### src/rtl/lsu_pkg.sv
package lsu_pkg;

  localparam int ADDR_W = 32;
  localparam int DATA_W = 32;

  // line geometry
  localparam int LINE_WORDS = 4;
  localparam int TAG_W = 20;
  localparam int INDEX_W = 8;

  // uncached store queue depth
  localparam int WB_DEPTH = 4;

  // bus encodings
  localparam logic [3:0] BURST_LINE = 4'b0011;
  localparam logic [3:0] BURST_SINGLE = 4'b0000;
  localparam logic [1:0] SIZE_WORD = 2'b10;

  // physical address, raw or split into cache fields
  typedef union packed {
    logic [ADDR_W-1:0] raw;
    struct packed {
      logic [TAG_W-1:0] tag;
      logic [INDEX_W-1:0] index;
      logic [1:0] word;
      logic [1:0] byte_sel;
    } f;
  } paddr_u;

endpackage

### src/rtl/bus_arbiter.sv
`timescale 1ns/10ps

module bus_arbiter (
  input  logic                         clk,
  input  logic                         rst_n,
  input  logic                         wb_req_valid_i,
  input  logic [lsu_pkg::ADDR_W-1:0]   wb_req_addr_i,
  input  logic [1:0]                   wb_req_size_i,
  input  logic [lsu_pkg::DATA_W-1:0]   wb_req_wdata_i,
  input  logic [lsu_pkg::DATA_W/8-1:0] wb_req_wstrobe_i,
  input  logic                         wb_req_wvalid_i,
  input  logic                         mh_req_valid_i,
  input  logic                         mh_req_write_i,
  input  logic [lsu_pkg::ADDR_W-1:0]   mh_req_addr_i,
  input  logic [3:0]                   mh_req_burst_i,
  input  logic [1:0]                   mh_req_size_i,
  input  logic [lsu_pkg::DATA_W-1:0]   mh_req_wdata_i,
  input  logic                         mh_req_wvalid_i,
  input  logic                         mh_req_wlast_i,
  input  logic                         wb_busy_i,
  input  logic                         mh_active_i,
  input  logic                         bus_ready_i,
  output logic                         bus_valid_o,
  output logic                         bus_write_o,
  output logic [lsu_pkg::ADDR_W-1:0]   bus_addr_o,
  output logic [3:0]                   bus_burst_o,
  output logic [1:0]                   bus_size_o,
  output logic [lsu_pkg::DATA_W-1:0]   bus_wdata_o,
  output logic [lsu_pkg::DATA_W/8-1:0] bus_wstrobe_o,
  output logic                         bus_wvalid_o,
  output logic                         bus_wlast_o,
  output logic                         mh_grant_o,
  output logic                         wb_hold_o
);

  logic owner_wb_q;

  assign mh_grant_o = !wb_busy_i;
  assign wb_hold_o = mh_active_i;

  // a running miss keeps the bus, otherwise stores win
  always_ff @(posedge clk) begin
    if (!rst_n) begin
      owner_wb_q <= 1'b0;
    end else begin
      owner_wb_q <= !mh_active_i && wb_busy_i;
    end
  end

  always_comb begin
    bus_burst_o = lsu_pkg::BURST_LINE;
    bus_size_o = lsu_pkg::SIZE_WORD;
    bus_wstrobe_o = '1;
    if (owner_wb_q) begin
      bus_valid_o = wb_req_valid_i;
      bus_write_o = wb_req_valid_i;
      bus_addr_o = wb_req_addr_i;
      bus_wdata_o = wb_req_wdata_i;
      bus_wvalid_o = wb_req_wvalid_i;
      bus_wlast_o = wb_req_wvalid_i;
      if (wb_req_valid_i) begin
        bus_burst_o = lsu_pkg::BURST_SINGLE;
        bus_size_o = wb_req_size_i;
      end
      if (wb_req_wvalid_i) begin
        bus_wstrobe_o = wb_req_wstrobe_i;
      end
    end else begin
      bus_valid_o = mh_req_valid_i;
      bus_write_o = mh_req_write_i;
      bus_addr_o = mh_req_addr_i;
      bus_burst_o = mh_req_burst_i;
      bus_size_o = mh_req_size_i;
      bus_wdata_o = mh_req_wdata_i;
      bus_wvalid_o = mh_req_wvalid_i;
      bus_wlast_o = mh_req_wlast_i;
    end
  end

  assert property (@(posedge clk) disable iff (!rst_n)
    bus_valid_o && !bus_ready_i |=> $stable(owner_wb_q));

endmodule

### src/rtl/lsu_wport.sv
`timescale 1ns/10ps

module lsu_wport (
  input  logic                         clk,
  input  logic                         rst_n,
  input  logic                         st_valid_i,
  input  logic [lsu_pkg::ADDR_W-1:0]   st_addr_i,
  input  logic [lsu_pkg::DATA_W-1:0]   st_data_i,
  input  logic [lsu_pkg::DATA_W/8-1:0] st_strobe_i,
  input  logic [1:0]                   st_size_i,
  output logic                         st_ready_o,
  input  logic                         mreq_valid_i,
  input  logic                         mreq_uncached_i,
  input  logic [lsu_pkg::ADDR_W-1:0]   mreq_addr_i,
  input  logic [1:0]                   mreq_size_i,
  input  logic                         mreq_victim_valid_i,
  input  logic                         mreq_victim_dirty_i,
  input  logic [lsu_pkg::TAG_W-1:0]    mreq_victim_tag_i,
  output logic                         mreq_ready_o,
  output logic [lsu_pkg::INDEX_W+1:0]  victim_raddr_o,
  input  logic [lsu_pkg::DATA_W-1:0]   victim_rdata_i,
  output logic                         ram_we_o,
  output logic [lsu_pkg::INDEX_W+1:0]  ram_waddr_o,
  output logic [lsu_pkg::DATA_W-1:0]   ram_wdata_o,
  output logic                         tag_we_o,
  output logic [lsu_pkg::INDEX_W-1:0]  tag_waddr_o,
  output logic [lsu_pkg::TAG_W-1:0]    tag_wdata_o,
  output logic                         rd_valid_o,
  output logic [lsu_pkg::DATA_W-1:0]   rd_data_o,
  output logic                         done_o,
  output logic                         bus_valid_o,
  output logic                         bus_write_o,
  output logic [lsu_pkg::ADDR_W-1:0]   bus_addr_o,
  output logic [3:0]                   bus_burst_o,
  output logic [1:0]                   bus_size_o,
  output logic [lsu_pkg::DATA_W-1:0]   bus_wdata_o,
  output logic [lsu_pkg::DATA_W/8-1:0] bus_wstrobe_o,
  output logic                         bus_wvalid_o,
  output logic                         bus_wlast_o,
  input  logic                         bus_ready_i,
  input  logic                         bus_rvalid_i,
  input  logic                         bus_rlast_i,
  input  logic [lsu_pkg::DATA_W-1:0]   bus_rdata_i
);

  // store buffer request set
  logic wb_busy, wb_hold, wb_valid, wb_wvalid;
  logic [lsu_pkg::ADDR_W-1:0] wb_addr;
  logic [1:0] wb_size;
  logic [lsu_pkg::DATA_W-1:0] wb_wdata;
  logic [lsu_pkg::DATA_W/8-1:0] wb_wstrobe;

  // miss handler request set
  logic mh_grant, mh_active, mh_valid, mh_write, mh_wvalid, mh_wlast;
  logic [lsu_pkg::ADDR_W-1:0] mh_addr;
  logic [3:0] mh_burst;
  logic [1:0] mh_size;
  logic [lsu_pkg::DATA_W-1:0] mh_wdata;

  uncached_write_buffer wbuf0 (
    .clk           (clk),
    .rst_n         (rst_n),
    .st_valid_i    (st_valid_i),
    .st_addr_i     (st_addr_i),
    .st_data_i     (st_data_i),
    .st_strobe_i   (st_strobe_i),
    .st_size_i     (st_size_i),
    .hold_i        (wb_hold),
    .bus_ready_i   (bus_ready_i),
    .bus_rvalid_i  (bus_rvalid_i),
    .st_ready_o    (st_ready_o),
    .busy_o        (wb_busy),
    .req_valid_o   (wb_valid),
    .req_addr_o    (wb_addr),
    .req_size_o    (wb_size),
    .req_wdata_o   (wb_wdata),
    .req_wstrobe_o (wb_wstrobe),
    .req_wvalid_o  (wb_wvalid)
  );

  miss_handler mh0 (
    .clk                 (clk),
    .rst_n               (rst_n),
    .mreq_valid_i        (mreq_valid_i),
    .mreq_uncached_i     (mreq_uncached_i),
    .mreq_addr_i         (mreq_addr_i),
    .mreq_size_i         (mreq_size_i),
    .mreq_victim_valid_i (mreq_victim_valid_i),
    .mreq_victim_dirty_i (mreq_victim_dirty_i),
    .mreq_victim_tag_i   (mreq_victim_tag_i),
    .grant_i             (mh_grant),
    .victim_rdata_i      (victim_rdata_i),
    .bus_ready_i         (bus_ready_i),
    .bus_rvalid_i        (bus_rvalid_i),
    .bus_rlast_i         (bus_rlast_i),
    .bus_rdata_i         (bus_rdata_i),
    .mreq_ready_o        (mreq_ready_o),
    .active_o            (mh_active),
    .victim_raddr_o      (victim_raddr_o),
    .req_valid_o         (mh_valid),
    .req_write_o         (mh_write),
    .req_addr_o          (mh_addr),
    .req_burst_o         (mh_burst),
    .req_size_o          (mh_size),
    .req_wdata_o         (mh_wdata),
    .req_wvalid_o        (mh_wvalid),
    .req_wlast_o         (mh_wlast),
    .ram_we_o            (ram_we_o),
    .ram_waddr_o         (ram_waddr_o),
    .ram_wdata_o         (ram_wdata_o),
    .tag_we_o            (tag_we_o),
    .tag_waddr_o         (tag_waddr_o),
    .tag_wdata_o         (tag_wdata_o),
    .rd_valid_o          (rd_valid_o),
    .rd_data_o           (rd_data_o),
    .done_o              (done_o)
  );

  bus_arbiter arb0 (
    .clk              (clk),
    .rst_n            (rst_n),
    .wb_req_valid_i   (wb_valid),
    .wb_req_addr_i    (wb_addr),
    .wb_req_size_i    (wb_size),
    .wb_req_wdata_i   (wb_wdata),
    .wb_req_wstrobe_i (wb_wstrobe),
    .wb_req_wvalid_i  (wb_wvalid),
    .mh_req_valid_i   (mh_valid),
    .mh_req_write_i   (mh_write),
    .mh_req_addr_i    (mh_addr),
    .mh_req_burst_i   (mh_burst),
    .mh_req_size_i    (mh_size),
    .mh_req_wdata_i   (mh_wdata),
    .mh_req_wvalid_i  (mh_wvalid),
    .mh_req_wlast_i   (mh_wlast),
    .wb_busy_i        (wb_busy),
    .mh_active_i      (mh_active),
    .bus_ready_i      (bus_ready_i),
    .bus_valid_o      (bus_valid_o),
    .bus_write_o      (bus_write_o),
    .bus_addr_o       (bus_addr_o),
    .bus_burst_o      (bus_burst_o),
    .bus_size_o       (bus_size_o),
    .bus_wdata_o      (bus_wdata_o),
    .bus_wstrobe_o    (bus_wstrobe_o),
    .bus_wvalid_o     (bus_wvalid_o),
    .bus_wlast_o      (bus_wlast_o),
    .mh_grant_o       (mh_grant),
    .wb_hold_o        (wb_hold)
  );

endmodule

### src/rtl/miss_handler.sv
`timescale 1ns/10ps

module miss_handler (
  input  logic                                 clk,
  input  logic                                 rst_n,
  input  logic                                 mreq_valid_i,
  input  logic                                 mreq_uncached_i,
  input  logic [lsu_pkg::ADDR_W-1:0]           mreq_addr_i,
  input  logic [1:0]                           mreq_size_i,
  input  logic                                 mreq_victim_valid_i,
  input  logic                                 mreq_victim_dirty_i,
  input  logic [lsu_pkg::TAG_W-1:0]            mreq_victim_tag_i,
  input  logic                                 grant_i,
  input  logic [lsu_pkg::DATA_W-1:0]           victim_rdata_i,
  input  logic                                 bus_ready_i,
  input  logic                                 bus_rvalid_i,
  input  logic                                 bus_rlast_i,
  input  logic [lsu_pkg::DATA_W-1:0]           bus_rdata_i,
  output logic                                 mreq_ready_o,
  output logic                                 active_o,
  output logic [lsu_pkg::INDEX_W+1:0]          victim_raddr_o,
  output logic                                 req_valid_o,
  output logic                                 req_write_o,
  output logic [lsu_pkg::ADDR_W-1:0]           req_addr_o,
  output logic [3:0]                           req_burst_o,
  output logic [1:0]                           req_size_o,
  output logic [lsu_pkg::DATA_W-1:0]           req_wdata_o,
  output logic                                 req_wvalid_o,
  output logic                                 req_wlast_o,
  output logic                                 ram_we_o,
  output logic [lsu_pkg::INDEX_W+1:0]          ram_waddr_o,
  output logic [lsu_pkg::DATA_W-1:0]           ram_wdata_o,
  output logic                                 tag_we_o,
  output logic [lsu_pkg::INDEX_W-1:0]          tag_waddr_o,
  output logic [lsu_pkg::TAG_W-1:0]            tag_wdata_o,
  output logic                                 rd_valid_o,
  output logic [lsu_pkg::DATA_W-1:0]           rd_data_o,
  output logic                                 done_o
);

  localparam logic [3:0] S_IDLE = 4'd0;
  localparam logic [3:0] S_GRANT = 4'd1;
  localparam logic [3:0] S_WB_ADDR = 4'd2;
  localparam logic [3:0] S_WB_DATA = 4'd3;
  localparam logic [3:0] S_RF_ADDR = 4'd4;
  localparam logic [3:0] S_RF_DATA = 4'd5;
  localparam logic [3:0] S_PT_ADDR = 4'd6;
  localparam logic [3:0] S_PT_DATA = 4'd7;
  localparam logic [3:0] S_TAG = 4'd8;
  localparam logic [2:0] PF_DONE = 3'(lsu_pkg::LINE_WORDS + 1);

  logic [3:0] state_q, state_d;
  lsu_pkg::paddr_u addr_q;
  logic uncached_q;
  logic [1:0] size_q;
  logic dirty_q;
  logic [lsu_pkg::TAG_W-1:0] vtag_q;
  logic [2:0] pf_cnt_q;
  logic [1:0] beat_q;
  logic [lsu_pkg::DATA_W-1:0] lbuf_q [lsu_pkg::LINE_WORDS];
  logic accept, line_ready, wbeat, pt_beat;

  assign mreq_ready_o = state_q == S_IDLE;
  assign accept = mreq_valid_i && mreq_ready_o;
  // granted and running a bus transaction
  assign active_o = state_q != S_IDLE && state_q != S_GRANT;
  assign line_ready = pf_cnt_q == PF_DONE;
  assign wbeat = req_wvalid_o && bus_rvalid_i;
  assign pt_beat = state_q == S_PT_DATA && bus_rvalid_i;

  always_ff @(posedge clk) begin
    if (accept) begin
      addr_q.raw <= mreq_addr_i;
      uncached_q <= mreq_uncached_i;
      size_q <= mreq_size_i;
      dirty_q <= mreq_victim_valid_i && mreq_victim_dirty_i;
      vtag_q <= mreq_victim_tag_i;
    end
  end

  always_ff @(posedge clk) begin
    if (!rst_n) begin
      state_q <= S_IDLE;
      pf_cnt_q <= '0;
      beat_q <= '0;
    end else begin
      state_q <= state_d;
      if (accept) begin
        pf_cnt_q <= '0;
        beat_q <= '0;
      end else begin
        // victim prefetch runs ahead of the writeback data phase
        if (state_q != S_IDLE && dirty_q && !line_ready) begin
          pf_cnt_q <= pf_cnt_q + 3'd1;
        end
        if (wbeat || ram_we_o) begin
          beat_q <= beat_q + 2'd1;
        end
      end
    end
  end

  // read data lags the address by one cycle
  always_ff @(posedge clk) begin
    if (pf_cnt_q != 3'd0 && !line_ready) begin
      lbuf_q[pf_cnt_q[1:0] - 2'd1] <= victim_rdata_i;
    end
  end

  assign victim_raddr_o = {addr_q.f.index, pf_cnt_q[1:0]};

  always_comb begin
    state_d = state_q;
    case (state_q)
      S_IDLE: begin
        if (accept) begin
          state_d = S_GRANT;
        end
      end
      S_GRANT: begin
        if (grant_i) begin
          if (uncached_q) begin
            state_d = S_PT_ADDR;
          end else if (dirty_q) begin
            state_d = S_WB_ADDR;
          end else begin
            state_d = S_RF_ADDR;
          end
        end
      end
      S_WB_ADDR: begin
        if (bus_ready_i) begin
          state_d = S_WB_DATA;
        end
      end
      S_WB_DATA: begin
        if (wbeat && req_wlast_o) begin
          state_d = S_RF_ADDR;
        end
      end
      S_RF_ADDR: begin
        if (bus_ready_i) begin
          state_d = S_RF_DATA;
        end
      end
      S_RF_DATA: begin
        if (bus_rvalid_i && bus_rlast_i) begin
          state_d = S_TAG;
        end
      end
      S_PT_ADDR: begin
        if (bus_ready_i) begin
          state_d = S_PT_DATA;
        end
      end
      S_PT_DATA: begin
        if (bus_rvalid_i) begin
          state_d = S_IDLE;
        end
      end
      default: begin
        state_d = S_IDLE;
      end
    endcase
  end

  assign req_valid_o = state_q == S_WB_ADDR || state_q == S_RF_ADDR || state_q == S_PT_ADDR;
  assign req_write_o = state_q == S_WB_ADDR;

  always_comb begin
    req_addr_o = {addr_q.f.tag, addr_q.f.index, 4'b0000};
    if (state_q == S_WB_ADDR) begin
      req_addr_o = {vtag_q, addr_q.f.index, 4'b0000};
    end else if (state_q == S_PT_ADDR) begin
      req_addr_o = addr_q.raw;
    end
  end

  assign req_burst_o = (state_q == S_PT_ADDR) ? lsu_pkg::BURST_SINGLE : lsu_pkg::BURST_LINE;
  assign req_size_o = (state_q == S_PT_ADDR) ? size_q : lsu_pkg::SIZE_WORD;
  assign req_wdata_o = lbuf_q[beat_q];
  assign req_wvalid_o = state_q == S_WB_DATA && line_ready;
  assign req_wlast_o = req_wvalid_o && beat_q == 2'd3;

  // refill beats land at the word counter
  assign ram_we_o = state_q == S_RF_DATA && bus_rvalid_i;
  assign ram_waddr_o = {addr_q.f.index, beat_q};
  assign ram_wdata_o = bus_rdata_i;

  assign tag_we_o = state_q == S_TAG;
  assign tag_waddr_o = addr_q.f.index;
  assign tag_wdata_o = addr_q.f.tag;

  assign rd_valid_o = (ram_we_o && beat_q == addr_q.f.word) || pt_beat;
  assign rd_data_o = bus_rdata_i;
  assign done_o = tag_we_o || pt_beat;

  assert property (@(posedge clk) disable iff (!rst_n)
    !(ram_we_o && tag_we_o));

  assert property (@(posedge clk) disable iff (!rst_n)
    state_q <= S_TAG);

endmodule

### src/rtl/uncached_write_buffer.sv
`timescale 1ns/10ps

module uncached_write_buffer (
  input  logic                         clk,
  input  logic                         rst_n,
  input  logic                         st_valid_i,
  input  logic [lsu_pkg::ADDR_W-1:0]   st_addr_i,
  input  logic [lsu_pkg::DATA_W-1:0]   st_data_i,
  input  logic [lsu_pkg::DATA_W/8-1:0] st_strobe_i,
  input  logic [1:0]                   st_size_i,
  input  logic                         hold_i,
  input  logic                         bus_ready_i,
  input  logic                         bus_rvalid_i,
  output logic                         st_ready_o,
  output logic                         busy_o,
  output logic                         req_valid_o,
  output logic [lsu_pkg::ADDR_W-1:0]   req_addr_o,
  output logic [1:0]                   req_size_o,
  output logic [lsu_pkg::DATA_W-1:0]   req_wdata_o,
  output logic [lsu_pkg::DATA_W/8-1:0] req_wstrobe_o,
  output logic                         req_wvalid_o
);

  localparam logic [1:0] S_EMPTY = 2'd0;
  localparam logic [1:0] S_ADDR = 2'd1;
  localparam logic [1:0] S_DATA = 2'd2;

  logic [1:0] state_q, state_d;
  logic [2:0] wr_ptr_q, rd_ptr_q, count;
  logic [1:0] head;
  logic push, pop, full;

  lsu_pkg::paddr_u addr_mem [lsu_pkg::WB_DEPTH];
  logic [lsu_pkg::DATA_W-1:0] data_mem [lsu_pkg::WB_DEPTH];
  logic [lsu_pkg::DATA_W/8-1:0] strobe_mem [lsu_pkg::WB_DEPTH];
  logic [1:0] size_mem [lsu_pkg::WB_DEPTH];

  assign count = wr_ptr_q - rd_ptr_q;
  assign full = count == 3'(lsu_pkg::WB_DEPTH);
  assign head = rd_ptr_q[1:0];
  assign st_ready_o = !full;
  assign push = st_valid_i && !full;
  // entry leaves the queue once its data beat is taken
  assign pop = state_q == S_DATA && bus_rvalid_i;
  assign busy_o = state_q != S_EMPTY || count != 3'd0;

  always_ff @(posedge clk) begin
    if (!rst_n) begin
      wr_ptr_q <= '0;
      rd_ptr_q <= '0;
      state_q <= S_EMPTY;
    end else begin
      state_q <= state_d;
      if (push) begin
        wr_ptr_q <= wr_ptr_q + 3'd1;
      end
      if (pop) begin
        rd_ptr_q <= rd_ptr_q + 3'd1;
      end
    end
  end

  always_ff @(posedge clk) begin
    if (push) begin
      addr_mem[wr_ptr_q[1:0]].raw <= st_addr_i;
      data_mem[wr_ptr_q[1:0]] <= st_data_i;
      strobe_mem[wr_ptr_q[1:0]] <= st_strobe_i;
      size_mem[wr_ptr_q[1:0]] <= st_size_i;
    end
  end

  always_comb begin
    state_d = state_q;
    case (state_q)
      S_ADDR: begin
        if (bus_ready_i) begin
          state_d = S_DATA;
        end
      end
      S_DATA: begin
        // go straight on if more than the current entry is queued
        if (bus_rvalid_i) begin
          state_d = (count > 3'd1) ? S_ADDR : S_EMPTY;
        end
      end
      default: begin
        if (count != 3'd0 && !hold_i) begin
          state_d = S_ADDR;
        end
      end
    endcase
  end

  assign req_valid_o = state_q == S_ADDR;
  assign req_addr_o = addr_mem[head].raw;
  assign req_size_o = size_mem[head];
  assign req_wdata_o = data_mem[head];
  assign req_wstrobe_o = strobe_mem[head];
  assign req_wvalid_o = state_q == S_DATA;

  assert property (@(posedge clk) disable iff (!rst_n)
    count <= 3'(lsu_pkg::WB_DEPTH));

  assert property (@(posedge clk) disable iff (!rst_n)
    req_valid_o && !bus_ready_i |=> req_valid_o);

endmodule

### config.mk
export PLATFORM = sky130hd
export DESIGN_NAME = lsu_wport
export DESIGN_NICKNAME = d
export VERILOG_FILES = /design/src/rtl/lsu_pkg.sv /design/src/rtl/bus_arbiter.sv /design/src/rtl/lsu_wport.sv /design/src/rtl/miss_handler.sv /design/src/rtl/uncached_write_buffer.sv
export SDC_FILE = /design/constraint.sdc
export NUM_CORES = 1
export LEC_CHECK = 0
export BUFFER_PORTS_ARGS = -buffer_cell sky130_fd_sc_hd__buf_2
export CAP_MARGIN = 20
export CORE_UTILIZATION = 50
export DETAILED_ROUTE_END_ITERATION = 10
export GPL_TIMING_DRIVEN = 0
export PLACE_DENSITY = 0.81
export SYNTH_ARGS = -nofsm -noshare
export SYNTH_HDL_FRONTEND = slang
export SYNTH_SLANG_ARGS = --single-unit
### constraint.sdc
create_clock -name clk -period 3.7 [get_ports clk]
set_input_delay 0.185 -clock clk [delete_from_list [all_inputs] [get_ports clk]]
set_output_delay 0.185 -clock clk [all_outputs]
set_load 0.05 [all_outputs]
==> results.cfg <==
[clocking]
cts_made_buffers = 48
htree_levels = 2
clk_pin_slew_worst_paths_ns = 0.06
clock-sinks = 486
cts_setup_buffers = 0
clock_tree.buffer_depth = 3
cts_root_buffer = clkbuf_16
worstSkewPairLatency_ns = 0.60
cts_tree = yes

[sta]
fmax_ghz = 0.304
timing.final.hold_violations = 0
finalWorstSetupSlack_ns = 0.413
rsz0062_at_grt = no
relSlewSlack = 0.205
tightest_slew_ns = 1.19
whs_ns = 0.173
slew_violations = 0
period_needed_ns = 3.29
setup_viol = 0
finClkSkew_ns = 0.0326
fin_crit_sh = 0.888

[power_and_ir_drop]
p_switching_mw = 5.62
switching_share = 0.339
power.leakage_nw = 9.24
combPwrFrac = 0.290
clockPowerShare = 0.290
p_total_mw = 16.6
ir_drop_uv = 439
power_density_nw_per_um2 = 652
p_seq_frac = 0.420
p_int_mw = 11.0

[global_routing]
grt_pass1_wl_mm = 69.2
grt_max_degree = 48
grt-ovfl-total = 0
antenna_found_initial = 3
grt_pass1_vias = 11900
grtUsageTotal = 0.239

[min_path]
hp-class = input pin to flop
hold_path_depth = 6

[logic_synthesis]
ys_ff_latch = 486
synth_flop_cell = edfxtp_1
netlist_instances = 992
synth_warnings = 0
async_flop_share = 0
synth_edf_count = 464
avgSynthCellArea_sq_um = 19.7
ys_seq_area_frac = 0.734
ys_types = 53
netlist_area_sq_um = 19600

[floorplan]
fp.dieH_microns = 200
core_area_sq_um = 38600
dieWidth_microns = 200
start_util = 0.507
dieArea_sq_um = 39900
rows = 72
boundaryPins = 394

[cells_and_area]
num-nets-final = 1785
design_area_sq_um = 25500
area_growth_pct = 30.0
drive_above_1_share = 0.458

[placed_design]
dp_slack_ns = 0.712
port_buffers = 359
dpl_cell_area_sq_um = 22300
gp_congestion = 0.849
hpwlAfterDp_mm = 30.0

[routing]
vias_per_cell = 5.38
wl_mm = 48.1
wl_per_cell_microns = 22.5
postRouteAntennaNets = 0
drc = 0
drt_iter0_markers = 848
dr.pass1.iters = 7
num_vias = 11500

[run_status]
status = completed

[critical_path]
cp.required_ns = 3.51
critPathMaxFanout = 10
critPathKind = flop to output pin
end_kind = output pin
start_kind = flop
crit_arrival_ns = 3.10
r2r.worst_path.cells = 7

[job]
cap_viol_max_count = 0
## area by class of cell
type / count / area [sq um]
fillers: 2458 / 13200
multi-input cells: 345 / 4180
repair buffers: 531 / 3640
inverters: 8 / 30.0
plain buffers: 154 / 1020
diodes: 3 / 7.51
well taps: 518 / 648
clock buffers: 58 / 1270
clock inverters: 30 / 283
flip-flops and latches: 486 / 14400
## layout by cell type, fill, tap and decap left out, types with 10 or more instances in the layout
cell type,Yosys,final
edfxtp_1,464,464
buf_2,15,374
dlygate4sd3_1,0,161
buf_4,113,113
mux4_2,102,102
clkbuf_16,0,48
mux2_2,41,41
nand2_1,36,36
clkbuf_1,23,29
mux2i_1,23,23
o21ai_0,22,22
dfxtp_1,22,22
nor2_1,15,15
ha_1,12,10
## worst max-delay path, stage by stage (launching register included)
cell and delay, ns:
dfxtp_1 0.30, clkbuf_1 0.57, clkbuf_2 0.52, buf_1 0.49, nand2_1 0.11, o21ai_1 0.21, buf_2 0.34
## repair_timing
| action | in CTS | in global routing |
|---|---|---|
| endpoints found under the setup margin | 0 | 2 |
| gates resized for setup | 0 | 3 |
| hold buffers | 161 | 0 |
| endpoints found under the hold margin | 471 | 0 |
## cells by family (layout without fill, tap and decap cells)
group	after synthesis	after routing	synth area share
fa+ha+maj	13	13	0.00869
compound gates	50	50	0.0167
buf+inv	162	781	0.0537
simple gates	104	104	0.0285
mux	166	166	0.153
flops	486	486	0.734
other cells	1	5	0.000192
xor+xnor	10	10	0.00524
## worst paths after layout
| path | from | to | slack [ns] |
|---|---|---|---|
| max | arb0.owner_wb_q | bus_addr_o[12] | 0.41 |
| min reg2reg | wbuf0.wr_ptr_q[2] | wbuf0.wr_ptr_q[2] | 0.56 |
| max reg2reg | wbuf0.wr_ptr_q[0] | wbuf0.addr_mem[2][16] | 0.79 |
| min | bus_rlast_i | mh0.state_q[2] | 0.17 |
## metal layers
layer / wire [microns] / vias up / track usage
met1: 18100 / 5807 / 0.284
met3: 3260 / 125 / 0.0502
li1: - / 5004 / -
met5: 0 / - / 0
met2: 25100 / 539 / 0.425
met4: 1660 / 0 / 0.0981
## power by group through the flow
stage	combinational [mW]	clock, mW	sequential (mW)
global route	5.03	5.09	7.01
detailed placement	4.63	0	7.07
finish	4.80	4.81	6.97
CTS	4.79	4.87	6.96
global placement	4.46	0	7.09
floorplan	3.42	0	7.00
## synthesized netlist by cell type (all sizes together), types with 2 or more instances
cell type  count  share of area
a21boi         2        0.00077
a21oi          7         0.0018
a22o           5         0.0022
and2          11         0.0035
and3           4         0.0016
buf          131          0.048
clkbuf        23         0.0044
dfxtp         22          0.022
edfxtp       464           0.71
ha            12         0.0077
inv            8         0.0015
mux2          41          0.024
mux2i         23          0.012
mux4         102           0.12
nand2         36         0.0069
nand2b         6         0.0019
nand3          6         0.0015
nand3b         4         0.0015
nor2          16         0.0035
nor2b          4         0.0013
nor3           2        0.00051
nor3b          2        0.00077
nor4b          2         0.0012
o2111ai        2         0.0018
o21ai         26         0.0066
or2            6         0.0019
xnor2          7         0.0031
xor2           2        0.00090
## flip-flops by register name (all words and copies together) (netlist names), 2 cells and up, named ones only
register / count
mh0.beat_q: 2
wbuf0.addr_mem: 128
wbuf0.size_mem: 8
wbuf0.rd_ptr_q: 3
mh0.vtag_q: 20
wbuf0.wr_ptr_q: 3
mh0.lbuf_q: 128
wbuf0.state_q: 2
mh0.state_q: 4
mh0.addr_q: 32
wbuf0.data_mem: 128
mh0.pf_cnt_q: 3
mh0.size_q: 2
wbuf0.strobe_mem: 16
## metrics by stage
step,utilization,std cells,TNS [ns]
2_1_floorplan,-,993,0
6_report,0.659,2133,0
5_1_grt,0.659,2133,0
3_3_place_gp,0.570,1870,-464.23
3_5_place_dp,0.577,1881,0
4_1_cts,0.658,2130,0
(Power assumes the default switching activity.)
